File: config.mk
export PLATFORM = sky130hd
export DESIGN_NAME = vertex_job_control
export DESIGN_NICKNAME = d
export VERILOG_FILES = /design/src/verilog/vertex_pkg.sv /design/src/verilog/vertex_job_control.sv /design/src/verilog/vertex_job_fifo.sv /design/src/verilog/vertex_assembler.sv /design/src/verilog/vertex_line_buffer.sv /design/src/verilog/batch_counter.sv /design/src/verilog/job_fsm.sv
export SDC_FILE = /design/constraint.sdc
export NUM_CORES = 2
export LEC_CHECK = 0
export BUFFER_PORTS_ARGS = -buffer_cell sky130_fd_sc_hd__buf_2
export CORE_ASPECT_RATIO = 1.1
export CORE_MARGIN = 10
export CORE_UTILIZATION = 25
export CTS_BUF_LIST = sky130_fd_sc_hd__clkbuf_4
export CTS_CLUSTER_SIZE = 12
export DETAILED_ROUTE_END_ITERATION = 16
export RECOVER_POWER = 100
export SYNTH_ARGS = -nofsm -noshare
export SYNTH_HDL_FRONTEND = slang
export SYNTH_HIERARCHICAL = 1
export SYNTH_SLANG_ARGS = --single-unit
File: constraint.sdc
create_clock -name clock -period 21.9 [get_ports clock]
set_clock_uncertainty 0.15 [all_clocks]
set_input_delay 5.475 -clock clock [delete_from_list [all_inputs] [get_ports clock]]
set_output_delay 5.475 -clock clock [all_outputs]
set_load 0.03 [all_outputs]
File: src/verilog/vertex_pkg.sv
package vertex_pkg;

	//////////////////////////////
	// widths
	//////////////////////////////

	// one vertex field in memory or in a record
	typedef logic [31:0] word_t;
	// byte address
	typedef logic [31:0] addr_t;
	// vertex count or vertex id
	typedef logic [31:0] count_t;
	// one returned cache line, word i at bits 32*i upward
	typedef logic [127:0] line_t;
	// read request size in bytes
	typedef logic [7:0] bsize_t;
	// job fifo occupancy or free count
	typedef logic [4:0] fifo_count_t;
	// outstanding responses, at most 3 per batch
	typedef logic [1:0] pending_t;

	//////////////////////////////
	// batch constants
	//////////////////////////////

	localparam int WORD_BYTES = 4;
	localparam int LINE_WORDS = 4;
	localparam int LINE_BYTES = 16;
	localparam int FIFO_DEPTH = 16;

	// array a command or response belongs to
	typedef enum logic [1:0] {
		STRUCT_IN_DEGREE  = 2'd0,
		STRUCT_OUT_DEGREE = 2'd1,
		STRUCT_EDGES_IDX  = 2'd2
	} struct_t;

	// job controller states
	typedef enum logic [2:0] {
		ST_IDLE,
		ST_LOAD,
		ST_WAIT,
		ST_CALC,
		ST_SEND_IN,
		ST_SEND_OUT,
		ST_SEND_EDGES
	} fsm_state_t;

endpackage
File: src/verilog/vertex_job_control.sv
`timescale 1ns/1ps

module vertex_job_control (
	input  logic                  clock,
	input  logic                  rstn,
	input  logic                  start,
	input  vertex_pkg::count_t    num_vertices,
	input  vertex_pkg::addr_t     in_degree_base,
	input  vertex_pkg::addr_t     out_degree_base,
	input  vertex_pkg::addr_t     edges_idx_base,
	input  logic                  resp_valid,
	input  vertex_pkg::struct_t   resp_struct,
	input  vertex_pkg::line_t     resp_data,
	input  logic                  vertex_request,
	output logic                  read_valid,
	output vertex_pkg::addr_t     read_addr,
	output vertex_pkg::bsize_t    read_size,
	output vertex_pkg::struct_t   read_struct,
	output logic                  vertex_valid,
	output vertex_pkg::count_t    vertex_id,
	output vertex_pkg::word_t     vertex_in_degree,
	output vertex_pkg::word_t     vertex_out_degree,
	output vertex_pkg::word_t     vertex_edges_idx,
	output vertex_pkg::count_t    filtered_count,
	output logic                  job_done
);

	vertex_pkg::count_t      batch_words;
	logic                    batch_idle;
	logic                    unpack;
	vertex_pkg::fifo_count_t free_slots;

	// unpacked words on their way to the assembler
	logic              word_valid;
	vertex_pkg::word_t in_word;
	vertex_pkg::word_t out_word;
	vertex_pkg::word_t edges_word;

	// assembled record on its way to the fifo
	logic               push;
	vertex_pkg::count_t rec_id;
	vertex_pkg::word_t  rec_in_degree;
	vertex_pkg::word_t  rec_out_degree;
	vertex_pkg::word_t  rec_edges_idx;

	job_fsm u_job_fsm (
		.clock           (clock),
		.rstn            (rstn),
		.start           (start),
		.num_vertices    (num_vertices),
		.in_degree_base  (in_degree_base),
		.out_degree_base (out_degree_base),
		.edges_idx_base  (edges_idx_base),
		.batch_idle      (batch_idle),
		.free_slots      (free_slots),
		.read_valid      (read_valid),
		.read_addr       (read_addr),
		.read_size       (read_size),
		.read_struct     (read_struct),
		.batch_words     (batch_words),
		.job_done        (job_done)
	);

	batch_counter u_batch_counter (
		.clock       (clock),
		.rstn        (rstn),
		.read_valid  (read_valid),
		.read_struct (read_struct),
		.batch_words (batch_words),
		.resp_valid  (resp_valid),
		.batch_idle  (batch_idle),
		.unpack      (unpack)
	);

	vertex_line_buffer u_vertex_line_buffer (
		.clock       (clock),
		.rstn        (rstn),
		.resp_valid  (resp_valid),
		.resp_struct (resp_struct),
		.resp_data   (resp_data),
		.unpack      (unpack),
		.word_valid  (word_valid),
		.in_word     (in_word),
		.out_word    (out_word),
		.edges_word  (edges_word)
	);

	vertex_assembler u_vertex_assembler (
		.clock          (clock),
		.rstn           (rstn),
		.start          (start),
		.word_valid     (word_valid),
		.in_word        (in_word),
		.out_word       (out_word),
		.edges_word     (edges_word),
		.push           (push),
		.rec_id         (rec_id),
		.rec_in_degree  (rec_in_degree),
		.rec_out_degree (rec_out_degree),
		.rec_edges_idx  (rec_edges_idx),
		.filtered_count (filtered_count)
	);

	vertex_job_fifo u_vertex_job_fifo (
		.clock             (clock),
		.rstn              (rstn),
		.push              (push),
		.rec_id            (rec_id),
		.rec_in_degree     (rec_in_degree),
		.rec_out_degree    (rec_out_degree),
		.rec_edges_idx     (rec_edges_idx),
		.vertex_request    (vertex_request),
		.vertex_valid      (vertex_valid),
		.vertex_id         (vertex_id),
		.vertex_in_degree  (vertex_in_degree),
		.vertex_out_degree (vertex_out_degree),
		.vertex_edges_idx  (vertex_edges_idx),
		.free_slots        (free_slots)
	);

endmodule

File: src/verilog/vertex_job_fifo.sv
`timescale 1ns/1ps

module vertex_job_fifo (
	input  logic                    clock,
	input  logic                    rstn,
	input  logic                    push,
	input  vertex_pkg::count_t      rec_id,
	input  vertex_pkg::word_t       rec_in_degree,
	input  vertex_pkg::word_t       rec_out_degree,
	input  vertex_pkg::word_t       rec_edges_idx,
	input  logic                    vertex_request,
	output logic                    vertex_valid,
	output vertex_pkg::count_t      vertex_id,
	output vertex_pkg::word_t       vertex_in_degree,
	output vertex_pkg::word_t       vertex_out_degree,
	output vertex_pkg::word_t       vertex_edges_idx,
	output vertex_pkg::fifo_count_t free_slots
);

	// four fields share one slot index
	vertex_pkg::count_t id_mem    [vertex_pkg::FIFO_DEPTH];
	vertex_pkg::word_t  in_mem    [vertex_pkg::FIFO_DEPTH];
	vertex_pkg::word_t  out_mem   [vertex_pkg::FIFO_DEPTH];
	vertex_pkg::word_t  edges_mem [vertex_pkg::FIFO_DEPTH];

	logic [$clog2(vertex_pkg::FIFO_DEPTH)-1:0] wr_ptr;
	logic [$clog2(vertex_pkg::FIFO_DEPTH)-1:0] rd_ptr;
	vertex_pkg::fifo_count_t                   count;

	always_ff @(posedge clock) begin
		if (push) begin
			id_mem[wr_ptr]    <= rec_id;
			in_mem[wr_ptr]    <= rec_in_degree;
			out_mem[wr_ptr]   <= rec_out_degree;
			edges_mem[wr_ptr] <= rec_edges_idx;
		end
	end

	//////////////////////////////
	// pointers and occupancy
	//////////////////////////////

	// depth is a power of two, pointers wrap by themselves
	always_ff @(posedge clock or negedge rstn) begin
		if (!rstn) begin
			wr_ptr <= '0;
			rd_ptr <= '0;
			count  <= '0;
		end else begin
			if (push) wr_ptr <= wr_ptr + 1'b1;
			if (vertex_request) rd_ptr <= rd_ptr + 1'b1;
			case ({push, vertex_request})
				2'b10: count <= count + 1'b1;
				2'b01: count <= count - 1'b1;
				default: count <= count;
			endcase
		end
	end

	assign vertex_valid      = (count != '0);
	assign vertex_id         = id_mem[rd_ptr];
	assign vertex_in_degree  = in_mem[rd_ptr];
	assign vertex_out_degree = out_mem[rd_ptr];
	assign vertex_edges_idx  = edges_mem[rd_ptr];

	assign free_slots = vertex_pkg::fifo_count_t'(vertex_pkg::FIFO_DEPTH) - count;

	// the controller only starts a batch when a whole line fits
	a_no_overflow: assert property (@(posedge clock) disable iff (!rstn)
		push |-> (count != vertex_pkg::fifo_count_t'(vertex_pkg::FIFO_DEPTH)));

	a_no_underflow: assert property (@(posedge clock) disable iff (!rstn)
		vertex_request |-> (count != '0));

endmodule

File: src/verilog/vertex_assembler.sv
`timescale 1ns/1ps

module vertex_assembler (
	input  logic               clock,
	input  logic               rstn,
	input  logic               start,
	input  logic               word_valid,
	input  vertex_pkg::word_t  in_word,
	input  vertex_pkg::word_t  out_word,
	input  vertex_pkg::word_t  edges_word,
	output logic               push,
	output vertex_pkg::count_t rec_id,
	output vertex_pkg::word_t  rec_in_degree,
	output vertex_pkg::word_t  rec_out_degree,
	output vertex_pkg::word_t  rec_edges_idx,
	output vertex_pkg::count_t filtered_count
);

	vertex_pkg::count_t next_id;
	vertex_pkg::word_t  in_swap;
	vertex_pkg::word_t  out_swap;
	vertex_pkg::word_t  edges_swap;

	// memory order is big-endian
	function automatic vertex_pkg::word_t swap_bytes(input vertex_pkg::word_t w);
		return {w[7:0], w[15:8], w[23:16], w[31:24]};
	endfunction

	assign in_swap    = swap_bytes(in_word);
	assign out_swap   = swap_bytes(out_word);
	assign edges_swap = swap_bytes(edges_word);

	always_ff @(posedge clock or negedge rstn) begin
		if (!rstn) begin
			push           <= 1'b0;
			next_id        <= '0;
			filtered_count <= '0;
		end else begin
			push <= word_valid && (out_swap != '0);
			// ids and the drop count restart per job
			if (start) begin
				next_id        <= '0;
				filtered_count <= '0;
			end else if (word_valid) begin
				next_id <= next_id + 1'b1;
				if (out_swap == '0) filtered_count <= filtered_count + 1'b1;
			end
		end
	end

	always_ff @(posedge clock) begin
		if (word_valid) begin
			rec_id         <= next_id;
			rec_in_degree  <= in_swap;
			rec_out_degree <= out_swap;
			rec_edges_idx  <= edges_swap;
		end
	end

endmodule

File: src/verilog/vertex_line_buffer.sv
`timescale 1ns/1ps

module vertex_line_buffer (
	input  logic                clock,
	input  logic                rstn,
	input  logic                resp_valid,
	input  vertex_pkg::struct_t resp_struct,
	input  vertex_pkg::line_t   resp_data,
	input  logic                unpack,
	output logic                word_valid,
	output vertex_pkg::word_t   in_word,
	output vertex_pkg::word_t   out_word,
	output vertex_pkg::word_t   edges_word
);

	// one line per array, indexed by struct_t
	vertex_pkg::line_t lines [3];

	always_ff @(posedge clock) begin
		for (int i = 0; i < 3; i++) begin
			if (resp_valid && resp_struct == vertex_pkg::struct_t'(i)) begin
				lines[i] <= resp_data;
			end else if (unpack) begin
				lines[i] <= lines[i] >> $bits(vertex_pkg::word_t);
			end
		end
	end

	//////////////////////////////
	// word outputs
	//////////////////////////////

	always_ff @(posedge clock or negedge rstn) begin
		if (!rstn) begin
			word_valid <= 1'b0;
		end else begin
			word_valid <= unpack;
		end
	end

	// lowest word of each line
	always_ff @(posedge clock) begin
		if (unpack) begin
			in_word    <= lines[vertex_pkg::STRUCT_IN_DEGREE][$bits(vertex_pkg::word_t)-1:0];
			out_word   <= lines[vertex_pkg::STRUCT_OUT_DEGREE][$bits(vertex_pkg::word_t)-1:0];
			edges_word <= lines[vertex_pkg::STRUCT_EDGES_IDX][$bits(vertex_pkg::word_t)-1:0];
		end
	end

endmodule

File: src/verilog/batch_counter.sv
`timescale 1ns/1ps

module batch_counter (
	input  logic                clock,
	input  logic                rstn,
	input  logic                read_valid,
	input  vertex_pkg::struct_t read_struct,
	input  vertex_pkg::count_t  batch_words,
	input  logic                resp_valid,
	output logic                batch_idle,
	output logic                unpack
);

	vertex_pkg::pending_t pending;
	vertex_pkg::count_t   words_left;
	// recent unpack strobes still moving through buffer and assembler
	logic [1:0]           unpack_hist;

	always_ff @(posedge clock or negedge rstn) begin
		if (!rstn) begin
			pending <= '0;
		end else begin
			case ({read_valid, resp_valid})
				2'b10: pending <= pending + 1'b1;
				2'b01: pending <= pending - 1'b1;
				default: pending <= pending;
			endcase
		end
	end

	always_ff @(posedge clock or negedge rstn) begin
		if (!rstn) begin
			words_left  <= '0;
			unpack_hist <= '0;
		end else begin
			unpack_hist <= {unpack_hist[0], unpack};
			if (read_valid && read_struct == vertex_pkg::STRUCT_IN_DEGREE) begin
				words_left <= batch_words;
			end else if (unpack) begin
				words_left <= words_left - 1'b1;
			end
		end
	end

	// all lines are in, one word per cycle
	assign unpack = (pending == '0) && (words_left != '0);

	// idle only after the last word has reached the fifo
	assign batch_idle = (pending == '0) && (words_left == '0) && (unpack_hist == '0);

	a_no_wrap: assert property (@(posedge clock) disable iff (!rstn)
		(pending == '0) |=> (pending != 2'd3));

	a_resp_expected: assert property (@(posedge clock) disable iff (!rstn)
		resp_valid |-> (pending != '0));

endmodule

File: src/verilog/job_fsm.sv
`timescale 1ns/1ps

module job_fsm (
	input  logic                    clock,
	input  logic                    rstn,
	input  logic                    start,
	input  vertex_pkg::count_t      num_vertices,
	input  vertex_pkg::addr_t       in_degree_base,
	input  vertex_pkg::addr_t       out_degree_base,
	input  vertex_pkg::addr_t       edges_idx_base,
	input  logic                    batch_idle,
	input  vertex_pkg::fifo_count_t free_slots,
	output logic                    read_valid,
	output vertex_pkg::addr_t       read_addr,
	output vertex_pkg::bsize_t      read_size,
	output vertex_pkg::struct_t     read_struct,
	output vertex_pkg::count_t      batch_words,
	output logic                    job_done
);

	vertex_pkg::fsm_state_t state;
	vertex_pkg::fsm_state_t next_state;

	vertex_pkg::addr_t  in_base;
	vertex_pkg::addr_t  out_base;
	vertex_pkg::addr_t  edges_base;
	vertex_pkg::addr_t  offset;
	vertex_pkg::count_t remaining;
	vertex_pkg::count_t calc_words;

	logic batch_ready;

	// previous batch drained and room for a whole line in the fifo
	assign batch_ready = batch_idle && (free_slots >= vertex_pkg::LINE_WORDS);

	assign calc_words = (remaining < vertex_pkg::LINE_WORDS) ? remaining :
		vertex_pkg::count_t'(vertex_pkg::LINE_WORDS);

	//////////////////////////////
	// state machine
	//////////////////////////////

	always_comb begin
		next_state = state;
		case (state)
			vertex_pkg::ST_IDLE: begin
				if (start) next_state = vertex_pkg::ST_LOAD;
			end
			vertex_pkg::ST_LOAD: next_state = vertex_pkg::ST_WAIT;
			vertex_pkg::ST_WAIT: begin
				if (batch_idle && remaining == '0) begin
					next_state = vertex_pkg::ST_IDLE;
				end else if (batch_ready && remaining != '0) begin
					next_state = vertex_pkg::ST_CALC;
				end
			end
			vertex_pkg::ST_CALC: next_state = vertex_pkg::ST_SEND_IN;
			vertex_pkg::ST_SEND_IN: next_state = vertex_pkg::ST_SEND_OUT;
			vertex_pkg::ST_SEND_OUT: next_state = vertex_pkg::ST_SEND_EDGES;
			vertex_pkg::ST_SEND_EDGES: next_state = vertex_pkg::ST_WAIT;
			default: next_state = vertex_pkg::ST_IDLE;
		endcase
	end

	always_ff @(posedge clock or negedge rstn) begin
		if (!rstn) begin
			state       <= vertex_pkg::ST_IDLE;
			remaining   <= '0;
			offset      <= '0;
			batch_words <= '0;
		end else begin
			state <= next_state;
			if (state == vertex_pkg::ST_IDLE && start) begin
				remaining <= num_vertices;
			end
			if (state == vertex_pkg::ST_LOAD) begin
				offset <= '0;
			end
			if (state == vertex_pkg::ST_CALC) begin
				batch_words <= calc_words;
				remaining   <= remaining - calc_words;
			end
			// next batch starts one line further on
			if (state == vertex_pkg::ST_SEND_EDGES) begin
				offset <= offset + vertex_pkg::addr_t'(vertex_pkg::LINE_BYTES);
			end
		end
	end

	// bases held for the whole job
	always_ff @(posedge clock) begin
		if (state == vertex_pkg::ST_IDLE && start) begin
			in_base    <= in_degree_base;
			out_base   <= out_degree_base;
			edges_base <= edges_idx_base;
		end
	end

	//////////////////////////////
	// command outputs
	//////////////////////////////

	always_comb begin
		read_valid  = 1'b0;
		read_struct = vertex_pkg::STRUCT_IN_DEGREE;
		read_addr   = in_base + offset;
		case (state)
			vertex_pkg::ST_SEND_IN: read_valid = 1'b1;
			vertex_pkg::ST_SEND_OUT: begin
				read_valid  = 1'b1;
				read_struct = vertex_pkg::STRUCT_OUT_DEGREE;
				read_addr   = out_base + offset;
			end
			vertex_pkg::ST_SEND_EDGES: begin
				read_valid  = 1'b1;
				read_struct = vertex_pkg::STRUCT_EDGES_IDX;
				read_addr   = edges_base + offset;
			end
			default: read_valid = 1'b0;
		endcase
	end

	// exact byte count, no rounding
	assign read_size = vertex_pkg::bsize_t'(batch_words * vertex_pkg::WORD_BYTES);

	assign job_done = (state == vertex_pkg::ST_WAIT) && batch_idle && (remaining == '0);

	// a new job may only be started once the previous one is done
	a_start_in_idle: assert property (@(posedge clock) disable iff (!rstn)
		start |-> state == vertex_pkg::ST_IDLE);

endmodule

==> qor.csv <==
stage;metric;value;unit
critical_path;path_class;reg2out;
timing;fmax;63.0;MHz
timing;setup_tns;0;ns
critical_path;critPathCaptureType;output port;
critical_path;cpMaxStageDelayCell;clkbuf_1;
global_route;track_usage;0.132;
global_route;grt_max_degree;194;
drt;antenna_left;1;
logic_synthesis;postSynthAreaPerCell;17.8;sq um
critical_path;path_delay_family;buffers and inverters;
global_route;first_global_vias;69400;
clock_tree;path_clk_slew;0.07;ns
die;rows;264;
power_and_ir_drop;power.total;18.2;mW
logic_synthesis;syn_inst;6648;
clock_tree;cts_tree;done;
timing;slew_viol_final;4136;
timing;grt_setup_unrepaired;false;
run_status;violations;antenna rules, capacitance limit, slew limit;
drt;wl;345;mm
timing;tightest_slew;9.08;ns
placed_design;routabilityCongestion;0.852;
global_route;grt_pass1_wl;490;mm
timing;setup_viol;0;
clock_tree;cts_hold_buf;0;
clock_tree;cts_made_buffers;750;
critical_path;crit_buf_inv;5;
placed_design;placed_area;128000;sq um
job;cap_violations;80;
cells_and_area;n_fill_cell;46900;
power_and_ir_drop;power_density;133;nW/um^2
clock_tree;cts_sinks;2962;
global_route;antenna_found_initial;133;
drt;vias;66900;
cells_and_area;nets;7867;
timing;finalCritPeriodShare;0.725;
drt;routedWlPerCell;23.9;microns
placed_design;dp_slack;11.11;ns
die;die_x;676;microns
critical_path;crit_chain;clkbuf_1 > clkbuf_1 > buf_12 > buf_4 > mux4_2 > a22oi_1 > nand2_1 > clkbuf_1;
die;core-area;471000;sq um
clock_tree;root_buffer;clkbuf_4;
drt;drc;0;
cells_and_area;final_area;137000;sq um
critical_path;required;16.28;ns
die;fp.dieH;742;microns
drt;vias_per_cell;4.63;
timing;period_needed;15.87;ns
power_and_ir_drop;vdd_drop_max;0.000111;V
logic_synthesis;netlist_area;118000;sq um
drt;firstDrtPassIters;6;
cells_and_area;layout-drive-gt1-share;0.248;
timing;timing.final.ws_setup;6.03;ns
timing;slew_headroom;-5.05;
cells_and_area;final_util;0.290;
hold_path;hold_path.class;reg2reg;
critical_path;cp_common_cell;clkbuf_1;
critical_path;cp_slowest_stage_delay;2.54;ns
cells_and_area;final_cells;14400;
die;die-area;501000;sq um
timing;hold_violations;0;
critical_path;timing.critical_path.from_type;register;
global_route;grt_overflow;0;
die;initial_core_util;0.251;
logic_synthesis;ys_warn_count;6;
power_and_ir_drop;leakage;45.2;nW
critical_path;critPathMaxFanout;102;
clock_tree;clockBufferDepth;4;
placed_design;dp.cells;13100;
clock_tree;cts_resized;0;
critical_path;crit_arrival;10.25;ns
placed_design;place_hpwl;204;mm
die;io_pins;468;
clock_tree;clk_latency;1.60;ns
clock_tree;h-tree-depth;6;
cells_and_area;area_growth;15.4;%
timing;timing.hold.ws;0.235;ns
clock_tree;post_cts_buffers;0;
drt;drtIter0Drc;5838;
run_status;outcome;finished with violations;
placed_design;port_buffers;465;
-- worst paths after layout --
check	from	to	slack (ns)	depth (start not counted)
worst max register to register	u_batch_counter/words_left[0]	u_vertex_line_buffer/lines[2][9]	9.37	11
worst min register to register	u_vertex_line_buffer/lines[1][16]	u_vertex_line_buffer/out_word[16]	0.23	0
max in group asynchronous	rstn	u_vertex_assembler/filtered_count[10]	7.74	3
min in group asynchronous	rstn	u_job_fsm/batch_words[23]	5.65	1
worst max-delay path	u_vertex_job_fifo/rd_ptr[1]	vertex_in_degree[12]	6.03	8
worst min-delay path	u_vertex_line_buffer/lines[1][16]	u_vertex_line_buffer/out_word[16]	0.23	0
-- placed cells by master, fill, tap and decap left out, drive strengths merged, types with 104 or more instances in the layout --
cell type,n
nor2,202
clkbuf,1354
clkinv,218
mux4,473
nand2,525
mux2i,196
buf,294
a22oi,251
nand4b,104
nand2b,110
o21ai,112
a21oi,109
inv,158
dfrtp,210
o211ai,197
edfxtp,2720
-- report_power, final --
| group | total [mW] | leakage (nW) | internal (mW) | switching, mW |
|---|---|---|---|---|
| clock network | 4.65 | 5.68 | 2.34 | 2.31 |
| logic | 5.10 | 11.6 | 1.66 | 3.43 |
| registers | 8.44 | 27.9 | 7.65 | 0.789 |
| total | 18.2 | 45.2 | 11.7 | 6.53 |
-- state kept, by name, indices dropped and copies added, names as in the netlist, 384 cells and up --
| name | flops |
|---|---|
| u_vertex_job_fifo/edges_mem | 512 |
| u_vertex_job_fifo/id_mem | 512 |
| u_vertex_line_buffer/lines | 384 |
| u_vertex_job_fifo/in_mem | 512 |
| u_vertex_job_fifo/out_mem | 512 |
-- cell type report --
class / instances / area (sq um) / area share
repair buffers: 570 / 2670 / 0.0196
clock inverters: 259 / 1510 / 0.0110
flip-flops and latches: 2962 / 87600 / 0.641
well taps: 6251 / 7820 / 0.0573
diodes: 36 / 90.1 / 0.000659
clock buffers: 1078 / 8090 / 0.0592
multi-input cells: 3146 / 28400 / 0.208
inverters: 130 / 489 / 0.00358
-- metal layers --
metal  wire length, microns  GRT usage  up-vias
met3                  28400     0.0387      684
met4                   8300     0.0357      100
met5                    659          0        -
met1                 141000      0.168    34500
li1                       -          -    29000
met2                 166000      0.220     2642
Power figures use the tool's default switching activity.
